### src/verilog/blit_defines.svh
// Bus and count widths, command bit positions
`ifndef BLIT_DEFINES_SVH
`define BLIT_DEFINES_SVH

// Processor data bus
`define BLIT_DATA_W 32

// Width of each half of the count word
`define BLIT_COUNT_W 16

// Command word bit that turns on the source read of each pixel
`define BLIT_SRCEN_BIT 0

// Command word bit that turns on the destination read of each pixel
`define BLIT_DSTEN_BIT 3

`endif
### src/verilog/blit_pkg.sv
// Bus word and count types, command and count structs, memory cycle and pixel phase enums
`include "blit_defines.svh"

package blit_pkg;

	// One processor bus word
	typedef logic [`BLIT_DATA_W-1:0] gpu_word_t;

	typedef logic [`BLIT_COUNT_W-1:0] blit_count_t;

	// Command bits used by the sequencer
	typedef struct packed {
		logic srcen;	// Source read per pixel
		logic dsten;	// Destination read per pixel
	} blit_cmd_t;

	// Count word layout, lines in the upper half
	typedef struct packed {
		blit_count_t outer;
		blit_count_t inner;
	} blit_counts_t;

	typedef enum logic [1:0] {
		MEM_SRC_READ  = 2'd0,
		MEM_DST_READ  = 2'd1,
		MEM_DST_WRITE = 2'd2
	} mem_kind_t;

	// Inner loop phases, one per memory cycle
	typedef enum logic [1:0] {
		PH_IDLE  = 2'd0,
		PH_SRC   = 2'd1,
		PH_DST   = 2'd2,
		PH_WRITE = 2'd3
	} pixel_phase_t;

endpackage

### src/verilog/blit_state.sv
// Blitter sequencer top with register block, outer and inner loops and memory control
`include "blit_defines.svh"

module blit_state (
	input  logic                clk,
	input  logic                rst_n,
	input  blit_pkg::gpu_word_t gpu_din,
	input  logic                cmdld,
	input  logic                countld,
	input  logic                statrd,
	input  logic                blit_back,
	input  logic                ack,
	output blit_pkg::gpu_word_t gpu_dout,
	output logic                blit_breq,
	output logic                mem_req,
	output blit_pkg::mem_kind_t mem_kind,
	output logic                blit_int
);
	import blit_pkg::*;

	logic         start;
	blit_cmd_t    cmd;
	blit_counts_t counts;
	logic         busy;
	logic         line_start;
	logic         line_done;
	blit_count_t  inner_left;
	blit_count_t  outer_left;
	logic         cycle_req;
	mem_kind_t    cycle_kind;
	logic         cycle_done;

	blit_cmd_regs i_blit_cmd_regs (
		.clk        (clk),
		.rst_n      (rst_n),
		.gpu_din    (gpu_din),
		.cmdld      (cmdld),
		.countld    (countld),
		.statrd     (statrd),
		.busy       (busy),
		.inner_left (inner_left),
		.outer_left (outer_left),
		.cmd        (cmd),
		.counts     (counts),
		.start      (start),
		.gpu_dout   (gpu_dout)
	);

	blit_outer i_blit_outer (
		.clk        (clk),
		.rst_n      (rst_n),
		.start      (start),
		.counts     (counts),
		.line_done  (line_done),
		.line_start (line_start),
		.busy       (busy),
		.outer_left (outer_left),
		.blit_int   (blit_int)
	);

	blit_inner i_blit_inner (
		.clk        (clk),
		.rst_n      (rst_n),
		.line_start (line_start),
		.cmd        (cmd),
		.counts     (counts),
		.cycle_done (cycle_done),
		.cycle_req  (cycle_req),
		.cycle_kind (cycle_kind),
		.inner_left (inner_left),
		.line_done  (line_done)
	);

	blit_mem_ctrl i_blit_mem_ctrl (
		.clk        (clk),
		.rst_n      (rst_n),
		.busy       (busy),
		.blit_back  (blit_back),
		.ack        (ack),
		.cycle_req  (cycle_req),
		.cycle_kind (cycle_kind),
		.blit_breq  (blit_breq),
		.mem_req    (mem_req),
		.mem_kind   (mem_kind),
		.cycle_done (cycle_done)
	);

endmodule

### src/verilog/blit_mem_ctrl.sv
// Memory side control with bus request, granted cycle launch and hold until acknowledge
`include "blit_defines.svh"

module blit_mem_ctrl (
	input  logic                clk,
	input  logic                rst_n,
	input  logic                busy,
	input  logic                blit_back,
	input  logic                ack,
	input  logic                cycle_req,
	input  blit_pkg::mem_kind_t cycle_kind,
	output logic                blit_breq,
	output logic                mem_req,
	output blit_pkg::mem_kind_t mem_kind,
	output logic                cycle_done
);

	logic launch;

	// Bus wanted for the whole blit, released with the interrupt
	assign blit_breq = busy;

	// New cycle only on a granted bus with nothing in flight
	// A raised request is never withdrawn, even if the grant drops
	assign launch = cycle_req && blit_breq && blit_back && !mem_req;

	assign cycle_done = mem_req && ack;

	always_ff @(posedge clk or negedge rst_n) begin
		if (!rst_n) begin
			mem_req <= 1'b0;
		end else if (launch) begin
			mem_req <= 1'b1;
		end else if (cycle_done) begin
			mem_req <= 1'b0;	// Cycle ends with its ack
		end
	end

	// Kind is frozen for the life of the request
	always_ff @(posedge clk) begin
		if (launch) begin
			mem_kind <= cycle_kind;
		end
	end

	// The earliest relaunch is one cycle after an ack, as launch needs
	// mem_req low and the inner phase has moved on by then

endmodule

### src/verilog/blit_inner.sv
// Inner loop controller with pixel count and memory cycle phase sequencing
`include "blit_defines.svh"

module blit_inner (
	input  logic                   clk,
	input  logic                   rst_n,
	input  logic                   line_start,
	input  blit_pkg::blit_cmd_t    cmd,
	input  blit_pkg::blit_counts_t counts,
	input  logic                   cycle_done,
	output logic                   cycle_req,
	output blit_pkg::mem_kind_t    cycle_kind,
	output blit_pkg::blit_count_t  inner_left,
	output logic                   line_done
);
	import blit_pkg::*;

	pixel_phase_t phase;
	pixel_phase_t next_phase;
	pixel_phase_t first_phase;	// Entry phase of every pixel
	logic last_pixel;
	logic write_done;

	// Disabled reads are skipped, the write is always there
	assign first_phase = cmd.srcen ? PH_SRC : (cmd.dsten ? PH_DST : PH_WRITE);

	assign last_pixel = (inner_left == blit_count_t'(1));
	assign write_done = cycle_done && (phase == PH_WRITE);

	always_comb begin
		next_phase = phase;
		case (phase)
			PH_IDLE: begin
				if (line_start) begin
					next_phase = first_phase;
				end
			end
			PH_SRC: begin
				if (cycle_done) begin
					next_phase = cmd.dsten ? PH_DST : PH_WRITE;
				end
			end
			PH_DST: begin
				if (cycle_done) begin
					next_phase = PH_WRITE;
				end
			end
			PH_WRITE: begin
				if (cycle_done) begin
					next_phase = last_pixel ? PH_IDLE : first_phase;
				end
			end
			default: begin
				next_phase = PH_IDLE;
			end
		endcase
	end

	always_ff @(posedge clk or negedge rst_n) begin
		if (!rst_n) begin
			phase <= PH_IDLE;
			inner_left <= '0;
		end else begin
			phase <= next_phase;
			if (line_start && (phase == PH_IDLE)) begin
				inner_left <= counts.inner;	// Reload per line
			end else if (write_done) begin
				inner_left <= inner_left - blit_count_t'(1);
			end
		end
	end

	// Ends the line in the ack cycle of its last write
	assign line_done = write_done && last_pixel;

	assign cycle_req = (phase != PH_IDLE);

	always_comb begin
		case (phase)
			PH_SRC:  cycle_kind = MEM_SRC_READ;
			PH_DST:  cycle_kind = MEM_DST_READ;
			default: cycle_kind = MEM_DST_WRITE;
		endcase
	end

endmodule

### src/verilog/blit_outer.sv
// Outer loop controller with line count, line start, blit completion and interrupt
`include "blit_defines.svh"

module blit_outer (
	input  logic                   clk,
	input  logic                   rst_n,
	input  logic                   start,
	input  blit_pkg::blit_counts_t counts,
	input  logic                   line_done,
	output logic                   line_start,
	output logic                   busy,
	output blit_pkg::blit_count_t  outer_left,
	output logic                   blit_int
);
	import blit_pkg::*;

	logic empty;		// Nothing to draw
	logic last_line;

	assign empty = (counts.inner == '0) || (counts.outer == '0);
	assign last_line = (outer_left == blit_count_t'(1));

	always_ff @(posedge clk or negedge rst_n) begin
		if (!rst_n) begin
			busy <= 1'b0;
			line_start <= 1'b0;
			blit_int <= 1'b0;
			outer_left <= '0;
		end else begin
			// Both strobes are single cycle
			line_start <= 1'b0;
			blit_int <= 1'b0;

			if (start) begin
				if (empty) begin
					outer_left <= '0;
					blit_int <= 1'b1;	// Ends without any memory cycle
				end else begin
					outer_left <= counts.outer;
					busy <= 1'b1;
					line_start <= 1'b1;	// First line
				end
			end else if (busy && line_done) begin
				outer_left <= outer_left - blit_count_t'(1);
				if (last_line) begin
					busy <= 1'b0;
					blit_int <= 1'b1;
				end else begin
					line_start <= 1'b1;
				end
			end
		end
	end

	// line_done comes straight from the last write ack, so the interrupt
	// and the bus release both land one cycle after that ack

endmodule

### src/verilog/blit_cmd_regs.sv
// Command and count registers, blit start pulse and status word readback
`include "blit_defines.svh"

module blit_cmd_regs (
	input  logic                   clk,
	input  logic                   rst_n,
	input  blit_pkg::gpu_word_t    gpu_din,
	input  logic                   cmdld,
	input  logic                   countld,
	input  logic                   statrd,
	input  logic                   busy,
	input  blit_pkg::blit_count_t  inner_left,
	input  blit_pkg::blit_count_t  outer_left,
	output blit_pkg::blit_cmd_t    cmd,
	output blit_pkg::blit_counts_t counts,
	output logic                   start,
	output blit_pkg::gpu_word_t    gpu_dout
);
	import blit_pkg::*;

	logic accept;	// Command write that starts a blit
	logic idle;

	// A command write while a blit runs is dropped
	// The start cycle itself counts as running, busy is not up yet
	assign accept = cmdld & ~busy & ~start;
	assign idle = ~busy;

	always_ff @(posedge clk or negedge rst_n) begin
		if (!rst_n) begin
			start <= 1'b0;
			cmd <= '0;
		end else begin
			start <= accept;
			if (accept) begin
				cmd.srcen <= gpu_din[`BLIT_SRCEN_BIT];
				cmd.dsten <= gpu_din[`BLIT_DSTEN_BIT];
			end
		end
	end

	// Count word, lines in bits 31..16 and pixels in bits 15..0
	always_ff @(posedge clk or negedge rst_n) begin
		if (!rst_n) begin
			counts <= '0;
		end else if (countld) begin
			counts <= blit_counts_t'(gpu_din);
		end
	end

	// Status word
	// Pixels left on top, then the low bits of lines left, idle in bit 0
	assign gpu_dout = statrd ?
		gpu_word_t'({inner_left, outer_left[`BLIT_COUNT_W-2:0], idle}) : '0;

endmodule

### config.mk
export PLATFORM = sky130hd
export DESIGN_NAME = blit_state
export DESIGN_NICKNAME = d
export VERILOG_FILES = /design/src/verilog/blit_pkg.sv /design/src/verilog/blit_state.sv /design/src/verilog/blit_mem_ctrl.sv /design/src/verilog/blit_inner.sv /design/src/verilog/blit_outer.sv /design/src/verilog/blit_cmd_regs.sv
export VERILOG_INCLUDE_DIRS = /design/src /design/src/verilog
export SDC_FILE = /design/constraint.sdc
export NUM_CORES = 1
export LEC_CHECK = 0
export ABC_CLOCK_PERIOD_IN_PS = 5100
export BUFFER_PORTS_ARGS = -buffer_cell sky130_fd_sc_hd__buf_2
export CORE_MARGIN = 1
export CORE_UTILIZATION = 35
export CTS_BUF_LIST = sky130_fd_sc_hd__clkbuf_16
export CTS_CLUSTER_SIZE = 30
export DETAILED_ROUTE_END_ITERATION = 8
export PLACE_DENSITY = 0.56
export SYNTH_ARGS = -nofsm -noshare
export SYNTH_HDL_FRONTEND = slang
export SYNTH_HIERARCHICAL = 1
export SYNTH_SLANG_ARGS = --single-unit
### constraint.sdc
create_clock -name clk -period 5.1 [get_ports clk]
set_input_delay 1.02 -clock clk [delete_from_list [all_inputs] [get_ports clk]]
set_output_delay 1.02 -clock clk [all_outputs]
set_load 0.01 [all_outputs]
### Yosys cells after proc, flatten, opt, wreduce, memory -nomap -nowiden

Index checks and enable logic that the tools add are counted.

* register bits: 75
* latch bits: 0
* bits in writable memories: 0
* ROM bits: 0
* output and inout port bits: 37
* word-level logic and storage cells: 78
* memories kept: 0

* add/sub/neg operators: 2
* $mul: 0
* divide/modulo/power cells: 0
* order comparisons: 0
* equality and inequality tests: 10
* shift-type cells: 0
* mux-type cells: 29
* bitwise operators: 4
* reduce and logical (&&, ||, !) cells: 20

Operators by type and width (count)
* 2-to-1 mux 16 bit: 5
* == test 16 x 1 -> 1 bit, second input constant: 2
* logical NOT 16 bit: 2
* 2-to-1 mux 32 bit: 1
* subtractor 16 x 1 -> 16 bit, second input constant: 2
* 2-to-1 mux 1 bit: 15
* 2-to-1 mux 2 bit: 6
* nonzero test 2 bit: 5
* logical AND 1 bit: 8
* case mux 2 bit (4 select lines): 1
* != test 2 x 1 -> 1 bit, second input constant: 3
* == test 2 bit, second input constant: 2
* != test 2 bit, second input constant: 2
* case mux 2 bit (2 select lines): 1
* AND reduction 4 bit: 1
* AND reduction 3 bit: 1
* AND 1 bit: 2
* == test 2 x 1 -> 1 bit, second input constant: 1
* logical NOT 2 bit: 1
* NOT 1 bit: 2
* logical NOT 1 bit: 1
* logical OR 1 bit: 1

### Depth between registers and ports, before layout

Gate-level depths: netlist (run 1).

* word-level depth: 6
* depth in mapped cells: 9
* gate-level depth less buffers: 9

### Hierarchy

Netlist (run 1), hierarchy kept.

Modules (own cells, without submodules)
* blit_cmd_regs: instances 1, cells each 109, area an instance 1672.9 µm²
* blit_outer: instances 1, cells each 125, area an instance 1177.4 µm²
* blit_inner: instances 1, cells each 131, area an instance 1137.3 µm²
* blit_mem_ctrl: instances 1, cells each 8, area an instance 117.6 µm²

### Least setup slack after synthesis (run 1)

No wires, ideal clock.

* path kind: input-to-reg
* start point: input port ack
* end point: register i_blit_outer.outer_left[15]
* data arrival time: 2.625 ns
* path slack: 2.406 ns
* cell stages on the path: 7
* buffers on the path: 0
* cell sequence: and2_1 > nand2_1 > nor3_1 > and4bb_2 > nand4_1 > or4_1 > nand3_1

* longest elaborated chain between the ends: 5

Ends and longest elaborated chain
* start: declaration: line blit_state.sv:12 `input logic ack,`
* logical AND 1 bit: line blit_mem_ctrl.sv:27 `assign cycle_done = mem_req && ack;`
* logical AND 1 bit: line blit_inner.sv:28 `assign write_done = cycle_done && (phase == PH_WRITE);`
* logical AND 1 bit: line blit_inner.sv:74 `assign line_done = write_done && last_pixel;`
* net line_done: line blit_state.sv:26 `logic line_done;`
* logical AND 1 bit: line blit_outer.sv:43 `end else if (busy && line_done) begin`
* nonzero test 2 bit (no line)
* end signal: assignment: line blit_outer.sv:39 `outer_left <= counts.outer;`
* end signal: assignment: line blit_outer.sv:44 `outer_left <= outer_left - blit_count_t'(1);`
* end: declaration: line blit_outer.sv:12 `output blit_pkg::blit_count_t outer_left,`

The timed path passes the listed nets, and every way through them passes these cells.
A chain may end at the register's enable or synchronous reset.

### Worst setup path in the final report (run 1)

* start point: register i_blit_inner.inner_left[10]
* end point: register i_blit_outer.outer_left[15]

* longest elaborated chain between the ends: 4

Ends and longest elaborated chain
* start: declaration: line blit_inner.sv:13 `output blit_pkg::blit_count_t inner_left,`
* start signal: assignment: line blit_inner.sv:66 `inner_left <= counts.inner;`
* start signal: assignment: line blit_inner.sv:68 `inner_left <= inner_left - blit_count_t'(1);`
* == test 16 x 1 -> 1 bit: line blit_inner.sv:27 `assign last_pixel = (inner_left == blit_count_t'(1));`
* logical AND 1 bit: line blit_inner.sv:74
* net line_done: line blit_state.sv:26
* logical AND 1 bit: line blit_outer.sv:43
* nonzero test 2 bit (no line)

The timed path passes the listed nets, and every way through them passes these cells.

==> metrics.md, run 1 <==
| Metric | Value |
|---|---|
| Final setup violation count | 0 |
| Share of cells above drive strength 1 | 30.8% |
| CP Max Fanout | 6 |
| Post-CTS Resized | 0 |
| Count of input and output buffers | 75 |
| Met2 usage | 22.8% |
| Gr busiest metal | met1 |
| Yosys warns | 6 |
| Diodes inserted | 0 |
| Initial Util | 36.0% |
| Setup Buffers After CTS | 0 |
| Slowest stage delay, CP | 0.55 ns |
| H-tree levels | 3 |
| Clk slew on worst S/H paths | 0.06 ns |
| GR Util met1 | 24.1% |
| DRC viols | 0 |
| Global placement routability congestion | 0.778 |
| Slew Viols, Final | 0 |
| Layout Nets | 495 |
| Top_reg_cell synth | dfrtp_1 |
| FMAX | 0.350 GHz |
| Placed cell areas | 4560 um^2 |
| Fill cells | 1,128 |
| Average cell area after synthesis | 11.0 um^2 |
| Clock skew | 0.00390 ns |
| DR vias | 3,041 |
| CTS tree | yes |
| Slowest CP cell | nor3_1 |
| Peak VDD IR | 0.156 mV |
| Cell variety after synth | 51 |
| Root buffer cell | clkbuf_16 |
| WP data required | 5.37 ns |
| Status | finished clean |
| Worst-margin pin slew | 1.10 ns |
| DRT iter0 DRCs | 139 |
| RSZ-0062 raised after global routing | no |
| Cell taking the most area after synthesis | dfrtp_1 |
| Global route overflow | 0 |
| Mapped cell area | 4110 um^2 |
| TNS Setup | 0 ns |
| Worst setup margin | 2.24 ns |
| Flops & latches, synth | 75 |
| Cell with the most instances after synthesis | dfrtp_1 |
| Core area | 11,400 um^2 |
| Dpl hpwl | 6.93 mm |
| Yosys top cell area share | 44.5% |
| Die Width | 110 um |
| Dominant cells by area after synthesis | dfrtp_1 (44%), mux2_4 (11%), and2_1 (5.0%) |
| Max-cap violations | 0 |
| Worst r2r path cells | 7 |
| Initial antenna violation count | 0 |
| Fraction of registers with async set/reset | 97.3% |
| Kind of critical path | flop to flop |
| Global-route usage over all layers | 16.1% |
| Max-slew headroom at the worst pin | 26.6% |
| Area Overhead vs Synth | 18.1% |
| Cts hold-fix bufs | 0 |
| Vias per cell | 5.11 |
| Detailed Routing Iterations Pass 1 | 4 |
| CP endpoint kind | flop |
| Die area | 12,200 um^2 |
| Number of synthesized flops with an enable pin | 2 |
| WL per Instance | 15.5 um |
| Syn Nets | 421 |
| Top-level I/O count | 76 |
| Worst path bufs/invs | 0 |
| Post-synthesis sequential area ratio | 46.0% |
| Lkg Pwr | 2.10 nW |
| Met3 usage | 3.29% |
| Synth Instances | 373 |
| CTS max path bufs | 2 |
| Largest net degree at the start of global routing | 50 |
| Number of global-route vias before repair | 2,839 |
| Num rows | 39 |
| Commonest cells in the netlist | dfrtp_1 (73), and2_1 (33), nand2_1 (33), mux2_4 (30), o21ai_0 (18) |
| CP Cell Sequence | nor4_1 -> nand3b_1 -> nor3_1 -> and4bb_2 -> nand4_1 -> or4_1 -> nand3_1 |
| Fin. Hold Viols | 0 |
| Power Density | 389 nW/um^2 |
| Worst hold path class | flop to flop |
| CP Data Arrival Time | 3.13 ns |
| First-pass GRT wire length | 14.6 mm |
| Clock Latency Late Sink | 0.33 ns |
| Clock sinks | 75 |
| Nature of the critical path startpoint | flop |
| Crit-path leading delay family | simple AND/OR/NAND/NOR gates |
| Hold path depth | 1 |
| Setup Slack @ Placement | 1.95 ns |
| Die Y | 110 um |
| Tmin final | 2.86 ns |
| CP Depth | 7 |
| Design area | 4850 um^2 |
| Num CTS Buffers | 9 |
| Period utilisation layout | 56.1% |
| Routed Antenna Nets | 0 |
| DRT Wirelength | 9.21 mm |
power breakdown:
part	internal, W	total [W]	switching [W]
clock network	0.000357	0.000606	0.000249
registers	0.000705	0.000830	0.000125
logic	0.000225	0.000452	0.000226
worst paths after layout:
check                                            start                          end  slack [ns]
setup reg to reg           i_blit_inner/inner_left[10]  i_blit_outer/outer_left[15]        2.24
min in group asynchronous                        rst_n    i_blit_cmd_regs/counts[8]        0.90
hold / removal                 i_blit_mem_ctrl/mem_req      i_blit_mem_ctrl/mem_req        0.51
setup / recovery           i_blit_inner/inner_left[10]  i_blit_outer/outer_left[15]        2.24
hold reg to reg                i_blit_mem_ctrl/mem_req      i_blit_mem_ctrl/mem_req        0.51
max in group asynchronous                        rst_n   i_blit_outer/outer_left[4]        3.27
logic make-up after synthesis:
group | synth area share (%)
adders and majority gates | 2.74
AOI/OAI and AO/OA | 8.20
and+or+nand+nor | 21.9
muxes | 12.6
xor gates and xnor gates | 4.69
DFF | 46.0
buffers and inverters | 3.87
placed cells by master (no fill, tap or decap), types with 3 or more instances in the layout:
cell	instances
ha_1	9
nor2b_1	3
mux2_4	30
clkbuf_16	10
or4_1	3
and2_1	33
a21oi_1	3
nor2_1	16
o21ai_0	18
or3_1	7
nor3_1	8
xnor2_1	13
xor2_1	9
mux2_2	5
dfrtp_1	73
buf_2	75
a31oi_1	10
nand3_1	10
nand2_1	33
nor4_1	13
inv_1	12
nand4_1	7
o22ai_1	12
worst register-to-register path: cells and delay by family, from the launching register on:
| kind | cells | cell delay [ns] |
|---|---|---|
| simple gates | 7 | 2.38 |
| flops | 1 | 0.41 |
flip-flops by register name (all words and copies together), names as in the netlist, 2 cells and up:
name / cells
i_blit_inner/phase: 2
i_blit_cmd_regs/counts: 32
i_blit_mem_ctrl/mem_kind: 2
i_blit_outer/outer_left: 16
i_blit_inner/inner_left: 16
i_blit_cmd_regs/cmd: 2
through the flow:
step                      util, %  instances  total power [W]  hold WS (ns)
after floorplan                 -        373          0.00114         0.472
after global placement       39.9        579          0.00128         0.500
after detailed placement     39.9        579          0.00130         0.508
after CTS                    42.5        595          0.00191         0.518
after global routing         42.5        595          0.00200         0.560
final                        42.5        595          0.00189         0.512
layer usage:
metal | up-vias | wire (um)
met1 | 1475 | 4680
li1 | 1494 | -
met2 | 62 | 4010
met5 | - | 0
met3 | 10 | 374
met4 | 0 | 140
layout make-up:
cell class | instances | area (um^2) | area share [%]
multi-input cells | 272 | 2060 | 42.5
flip-flops and latches | 75 | 1890 | 38.9
repair buffers | 77 | 390 | 8.05
clock buffers | 10 | 250 | 5.16
well taps | 143 | 179 | 3.69
inverters | 12 | 45.0 | 0.929
clock inverters | 6 | 37.5 | 0.774
Power figures use the tool's default switching activity.
==> inputs of run 2 (changes only) <==
--- a/config.mk
+++ b/config.mk
@@ -6,14 +6,15 @@
 export SDC_FILE = /design/constraint.sdc
 export NUM_CORES = 1
 export LEC_CHECK = 0
-export ABC_CLOCK_PERIOD_IN_PS = 5100
+export ABC_AREA = 1
+export ABC_CLOCK_PERIOD_IN_PS = 2400
 export BUFFER_PORTS_ARGS = -buffer_cell sky130_fd_sc_hd__buf_2
 export CORE_MARGIN = 1
 export CORE_UTILIZATION = 35
 export CTS_BUF_LIST = sky130_fd_sc_hd__clkbuf_16
 export CTS_CLUSTER_SIZE = 30
 export DETAILED_ROUTE_END_ITERATION = 8
-export PLACE_DENSITY = 0.56
+export PLACE_DENSITY = 0.58
 export SYNTH_ARGS = -nofsm -noshare
 export SYNTH_HDL_FRONTEND = slang
 export SYNTH_HIERARCHICAL = 1
==> constraint.sdc (replaced) <==
create_clock -name clk -period 2.4 [get_ports clk]
set_input_delay 0.48 -clock clk [delete_from_list [all_inputs] [get_ports clk]]
set_output_delay 0.48 -clock clk [all_outputs]
set_load 0.01 [all_outputs]
==> metrics.md, run 2 <==
| Metric | Value |
|---|---|
| Status | finished clean |
| Worst setup margin | 0.337 ns |
| TNS Setup | 0 ns |
| Synth Area in Compound Gates | 11.1% |
| Core area | 13,300 um^2 |
| Layout Nets | 793 |
| Detailed Routing Iterations Pass 1 | 5 |
| CP endpoint kind | flop |
| Commonest non-fill, non-tap cells in the layout | nand2_1 (189), inv_1 (118), nor2_1 (80) |
| Root buffer cell | clkbuf_16 |
| Setup Slack @ Placement | 0.384 ns |
| CP Data Arrival Time | 2.32 ns |
| Fraction of registers with async set/reset | 97.3% |
| Clock Latency Late Sink | 0.33 ns |
| Max-cap violations | 0 |
| Worst-margin pin slew | 0.627 ns |
| Routed Antenna Nets | 0 |
| Global-route usage over all layers | 18.2% |
| Worst hold path class | input port to async pin |
| DRT iter0 DRCs | 306 |
| Kind of critical path | flop to flop |
| Commonest non-fill, non-tap cell in the layout | nand2_1 |
| Yosys top cell area share | 37.8% |
| Largest net degree at the start of global routing | 51 |
| Commonest cells in the netlist | nand2_1 (189), inv_1 (117), nor2_1 (80), dfrtp_1 (73), nand3_1 (40) |
| WP data required | 2.66 ns |
| First-pass GRT wire length | 20.6 mm |
| Placed cells | 910 |
| Synth Area in Adders | 2.33% |
| Largest family of logic cells by synthesized area | simple AND/OR/NAND/NOR gates |
| Slew Viols, Final | 0 |
| Mapped cell area | 4830 um^2 |
| Global route overflow | 0 |
| Nature of the critical path startpoint | flop |
| Mux contribution to synthesized area | 0% |
| Vias per cell | 4.80 |
| Num CTS Buffers | 9 |
| Cell with the most instances after synthesis | nand2_1 |
| DRC viols | 0 |
| Clock skew | 0.00378 ns |
| Syn Nets | 722 |
| Num rows | 42 |
| Post-synthesis sequential area ratio | 39.1% |
| Fin. Hold Viols | 0 |
| Dpl hpwl | 9.26 mm |
| Global placement routability congestion | 0.860 |
| Cts hold-fix bufs | 0 |
| Cell taking the most area after synthesis | dfrtp_1 |
| Period utilisation layout | 86.0% |
| Clk slew on worst S/H paths | 0.06 ns |
| CTS tree | yes |
| Top_reg_cell synth | dfrtp_1 |
| Post-CTS Resized | 0 |
| Area Overhead vs Synth | 16.0% |
| Simple-gate share of the synthesized area | 33.6% |
| Flops & latches, synth | 75 |
| DR vias | 4,448 |
| Top-level I/O count | 76 |
| Number of global-route vias before repair | 4,179 |
| Non-Filler Instances | 926 |
| Number of synthesized flops with an enable pin | 2 |
| Final setup violation count | 0 |
| Cell variety after synth | 37 |
| Register with the most flip-flops | i_blit_cmd_regs/counts |
| Lkg Pwr | 3.23 nW |
| Finished Core Util | 42.0% |
| Clock sinks | 75 |
| Count of input and output buffers | 75 |
| Synth Area in XOR/XNOR | 0.363% |
| Setup Buffers After CTS | 0 |
| Largest regs | i_blit_cmd_regs/counts x32, i_blit_inner/inner_left x16, i_blit_outer/outer_left x16 |
| Yosys warns | 6 |
| FMAX | 0.485 GHz |
| Die area | 14,300 um^2 |
| Die Y | 119 um |
| CP Max Fanout | 16 |
| H-tree levels | 3 |
| Initial Util | 36.2% |
| WL per Instance | 13.5 um |
| Peak VDD IR | 0.379 mV |
| Largest register FFs | 32 |
| RSZ-0062 raised after global routing | no |
| Dominant cells by area after synthesis | dfrtp_1 (38%), nand2_1 (15%), inv_1 (9.1%) |
| Max-slew headroom at the worst pin | 58.2% |
| Die Width | 119 um |
| Worst r2r path cells | 14 |
| Diodes inserted | 0 |
| Power Density | 680 nW/um^2 |
| CTS max path bufs | 2 |
| Pwr Total | 0.00381 W |
| Share of cells above drive strength 1 | 21.5% |
| Initial antenna violation count | 0 |
| DRT Wirelength | 12.5 mm |
| Tmin final | 2.06 ns |
| Average cell area after synthesis | 7.16 um^2 |
| Synth Instances | 674 |
## run 2: layout make-up
type,count,area [um^2]
clock buffers,9,225
clock inverters,7,83.8
fillers,1420,7750
inverters,123,462
multi-input cells,455,2290
flip-flops and latches,75,1890
well taps,176,220
repair buffers,81,433
## run 2: worst paths after layout
| kind | slack [ns] | endpoint | from |
|---|---|---|---|
| setup reg to reg | 0.34 | i_blit_outer/outer_left[7] | i_blit_inner/inner_left[1] |
| hold / removal | 0.16 | i_blit_mem_ctrl/mem_req | rst_n |
| hold reg to reg | 0.48 | i_blit_cmd_regs/cmd[1] | i_blit_cmd_regs/cmd[1] |
| min in group clk | 0.35 | i_blit_cmd_regs/counts[13] | gpu_din[13] |
| setup / recovery | 0.34 | i_blit_outer/outer_left[7] | i_blit_inner/inner_left[1] |
| max in group asynchronous | 1.56 | i_blit_inner/inner_left[11] | rst_n |
## run 2: stage by stage
| stage | instance area [um^2] | hold slack, ns |
|---|---|---|
| global placement | 5290 | 0.466 |
| floorplan | 4830 | 0.184 |
| finish | 5600 | 0.158 |
| detailed placement | 5290 | 0.458 |
| global route | 5600 | 0.203 |
| CTS | 5600 | 0.185 |
## run 2: worst max-delay path, cell delays in order (launching register included)
cell	delay [ns]
dfrtp_1	0.40
inv_1	0.10
ha_1	0.15
inv_1	0.04
nor2_1	0.08
nand2_1	0.05
nor2_1	0.08
nand2_1	0.09
nor2_1	0.09
nand2_1	0.18
inv_2	0.17
nor2_4	0.08
inv_2	0.26
nor2_1	0.07
a21oi_1	0.13
## run 2: power by group
group / leakage, nW / internal [W] / switching (W)
sequential: 0.926 / 0.00141 / 0.000178
combinational: 2.14 / 0.000301 / 0.000508
clock: 0.160 / 0.000898 / 0.000512
total: 3.23 / 0.00261 / 0.00120
## run 2: layer usage
layer | track usage, % | wire, um
met3 | 2.35 | 765
met2 | 27.3 | 5560
met5 | 0 | 0
met1 | 26.4 | 5950
met4 | 7.11 | 195
## run 2: cells by family after synthesis
| family | after synthesis |
|---|---|
| adder cells (fa/ha/maj) | 9 |
| flip-flops | 75 |
| buffers and inverters | 144 |
| AND/OR/NAND/NOR | 365 |
| XOR/XNOR | 2 |
| AO/OA/AOI/OAI | 79 |
==> inputs of run 3 (changes only) <==
--- a/config.mk
+++ b/config.mk
@@ -8,13 +8,15 @@
 export LEC_CHECK = 0
 export ABC_AREA = 1
 export ABC_CLOCK_PERIOD_IN_PS = 2400
-export BUFFER_PORTS_ARGS = -buffer_cell sky130_fd_sc_hd__buf_2
 export CORE_MARGIN = 1
 export CORE_UTILIZATION = 35
 export CTS_BUF_LIST = sky130_fd_sc_hd__clkbuf_16
 export CTS_CLUSTER_SIZE = 30
 export DETAILED_ROUTE_END_ITERATION = 8
-export PLACE_DENSITY = 0.58
+export DONT_BUFFER_PORTS = 1
+export PLACE_DENSITY = 0.53
+export REMOVE_ABC_BUFFERS = 1
+export SKIP_LAST_GASP = 1
 export SYNTH_ARGS = -nofsm -noshare
 export SYNTH_HDL_FRONTEND = slang
 export SYNTH_HIERARCHICAL = 1
==> metrics.md, run 3 (same netlist as run 2, synthesis figures left out) <==
| Metric | Value |
|---|---|
| Status | finished clean |
| GR Util met1 | 26.2% |
| WL per Instance | 14.0 um |
| Initial antenna violation count | 0 |
| Comb pwr share | 18.7% |
| Register with the most flip-flops | i_blit_cmd_regs/counts |
| Fill cells | 1,425 |
| Root buffer cell | clkbuf_16 |
| Area Overhead vs Synth | 7.80% |
| Cts hold-fix bufs | 1 |
| Global placement routability congestion | 0.864 |
| P_sw | 0.00122 W |
| Commonest non-fill, non-tap cell in the layout | nand2_1 |
| Max-slew headroom at the worst pin | 67.2% |
| Final setup violation count | 0 |
| Finished Core Util | 39.0% |
| Top-level I/O count | 76 |
| Nature of the critical path startpoint | flop |
| Global-route usage over all layers | 17.7% |
| Tmin final | 2.07 ns |
| H-tree levels | 3 |
| FF-to-FF setup slack | 0.33 ns |
| DRT Wirelength | 11.9 mm |
| CP Data Arrival Time | 2.34 ns |
| Max-cap violations | 0 |
| CTS tree | yes |
| TNS Setup | 0 ns |
| Worst hold path class | input port to async pin |
| Int Pwr | 0.00247 W |
| Dpl hpwl | 8.44 mm |
| CP Max Fanout | 16 |
| DR vias | 4,021 |
| Met3 usage | 4.65% |
| Clock skew | 0.00702 ns |
| Clock Latency Late Sink | 0.35 ns |
| Global route overflow | 0 |
| Count of input and output buffers | 0 |
| Sw Share | 33.0% |
| Largest regs | i_blit_cmd_regs/counts x32, i_blit_inner/inner_left x16, i_blit_outer/outer_left x16 |
| Clock sinks | 75 |
| Setup Buffers After CTS | 0 |
| Detailed Routing Iterations Pass 1 | 5 |
| Clk slew on worst S/H paths | 0.06 ns |
| DRC viols | 0 |
| Commonest non-fill, non-tap cells in the layout | nand2_1 (189), inv_1 (117), nor2_1 (80) |
| Period utilisation layout | 86.2% |
| Number of global-route vias before repair | 3,948 |
| RSZ-0062 raised after global routing | no |
| Die Width | 119 um |
| Die Y | 119 um |
| DRT iter0 DRCs | 286 |
| Die area | 14,300 um^2 |
| Lkg Pwr | 2.86 nW |
| Vias per cell | 4.74 |
| Fin. Hold Viols | 0 |
| Largest net degree at the start of global routing | 74 |
| FMAX | 0.483 GHz |
| Kind of critical path | flop to flop |
| CP endpoint kind | flop |
| WP data required | 2.67 ns |
| Worst-margin pin slew | 0.490 ns |
| Power Density | 708 nW/um^2 |
| Initial Util | 36.2% |
| Slew Viols, Final | 0 |
| Num rows | 42 |
| Core area | 13,300 um^2 |
| Largest register FFs | 32 |
| Layout Nets | 715 |
| Reg power frac | 43.2% |
| Met2 usage | 24.5% |
| Diodes inserted | 0 |
| Routed Antenna Nets | 0 |
| First-pass GRT wire length | 19.9 mm |
| Share of cells above drive strength 1 | 12.5% |
| Num CTS Buffers | 9 |
| Post-CTS Resized | 0 |
| Gr busiest metal | met1 |
| CTS max path bufs | 2 |
| Clock Power Share | 38.1% |
| Peak VDD IR | 0.319 mV |
[run 3: changes by cell type in the layout (fill, tap and decap cells not counted), sizes merged]
cell,delta
clkinvlp,+2
inv,+1
bufinv,-1
buf,-78
clkinv,-2
[run 3: layout make-up]
cell class	count	area (um^2)	area share [%]
clock buffer	9	225	4.33
sequential	75	1890	36.3
timing repair buffer	3	42.5	0.818
clock inverter	7	76.3	1.47
multi-input combinational	455	2290	44.0
tap	176	220	4.23
inverter	123	462	8.87
[run 3: layer usage]
layer	share of wire, %	vias up
li1	-	2077
met1	51	1830
met2	41	97
met3	5.8	17
met4	1.8	0
met5	0	-
[run 3: stage by stage]
stage	setup slack (ns)	std cells	hold WS, ns	area [um^2]	power (W)
2_1_floorplan	0.742	653	0.184	4640	0.00211
3_3_place_gp	0.456	831	0.187	4870	0.00226
3_5_place_dp	0.387	831	0.186	4870	0.00227
4_1_cts	0.368	848	0.0401	5200	0.00372
5_1_grt	0.0867	848	0.0454	5200	0.00389
6_report	0.331	848	0.0128	5200	0.00368
[run 3: power groups by stage]
stage,clock [W],combinational (W),sequential [W]
3_5_place_dp,0,0.000657,0.00161
3_3_place_gp,0,0.000656,0.00161
4_1_cts,0.00144,0.000693,0.00159
2_1_floorplan,0,0.000552,0.00156
6_report,0.00140,0.000689,0.00159
5_1_grt,0.00148,0.000793,0.00162
[run 3: worst max-delay path, stage by stage (launching register included)]
cell,delay [ns]
dfrtp_1,0.40
inv_1,0.11
ha_1,0.16
inv_1,0.04
nor2_1,0.07
nand2_1,0.06
nor2_1,0.09
nand2_1,0.11
nor2_1,0.10
nand2_1,0.17
inv_2,0.17
nor2_4,0.07
inv_2,0.24
nor2_1,0.08
a21oi_1,0.12
[run 3: worst paths after layout]
check / from / endpoint / cells past startpoint
max: i_blit_inner/inner_left[1] / i_blit_outer/outer_left[0] / 14
min reg2reg: i_blit_cmd_regs/cmd[1] / i_blit_cmd_regs/cmd[1] / 2
min: rst_n / i_blit_inner/inner_left[14] / 1
max reg2reg: i_blit_inner/inner_left[1] / i_blit_outer/outer_left[0] / 14
min in group clk: gpu_din[25] / i_blit_cmd_regs/counts[25] / 2
max in group asynchronous: rst_n / i_blit_mem_ctrl/mem_req / 1
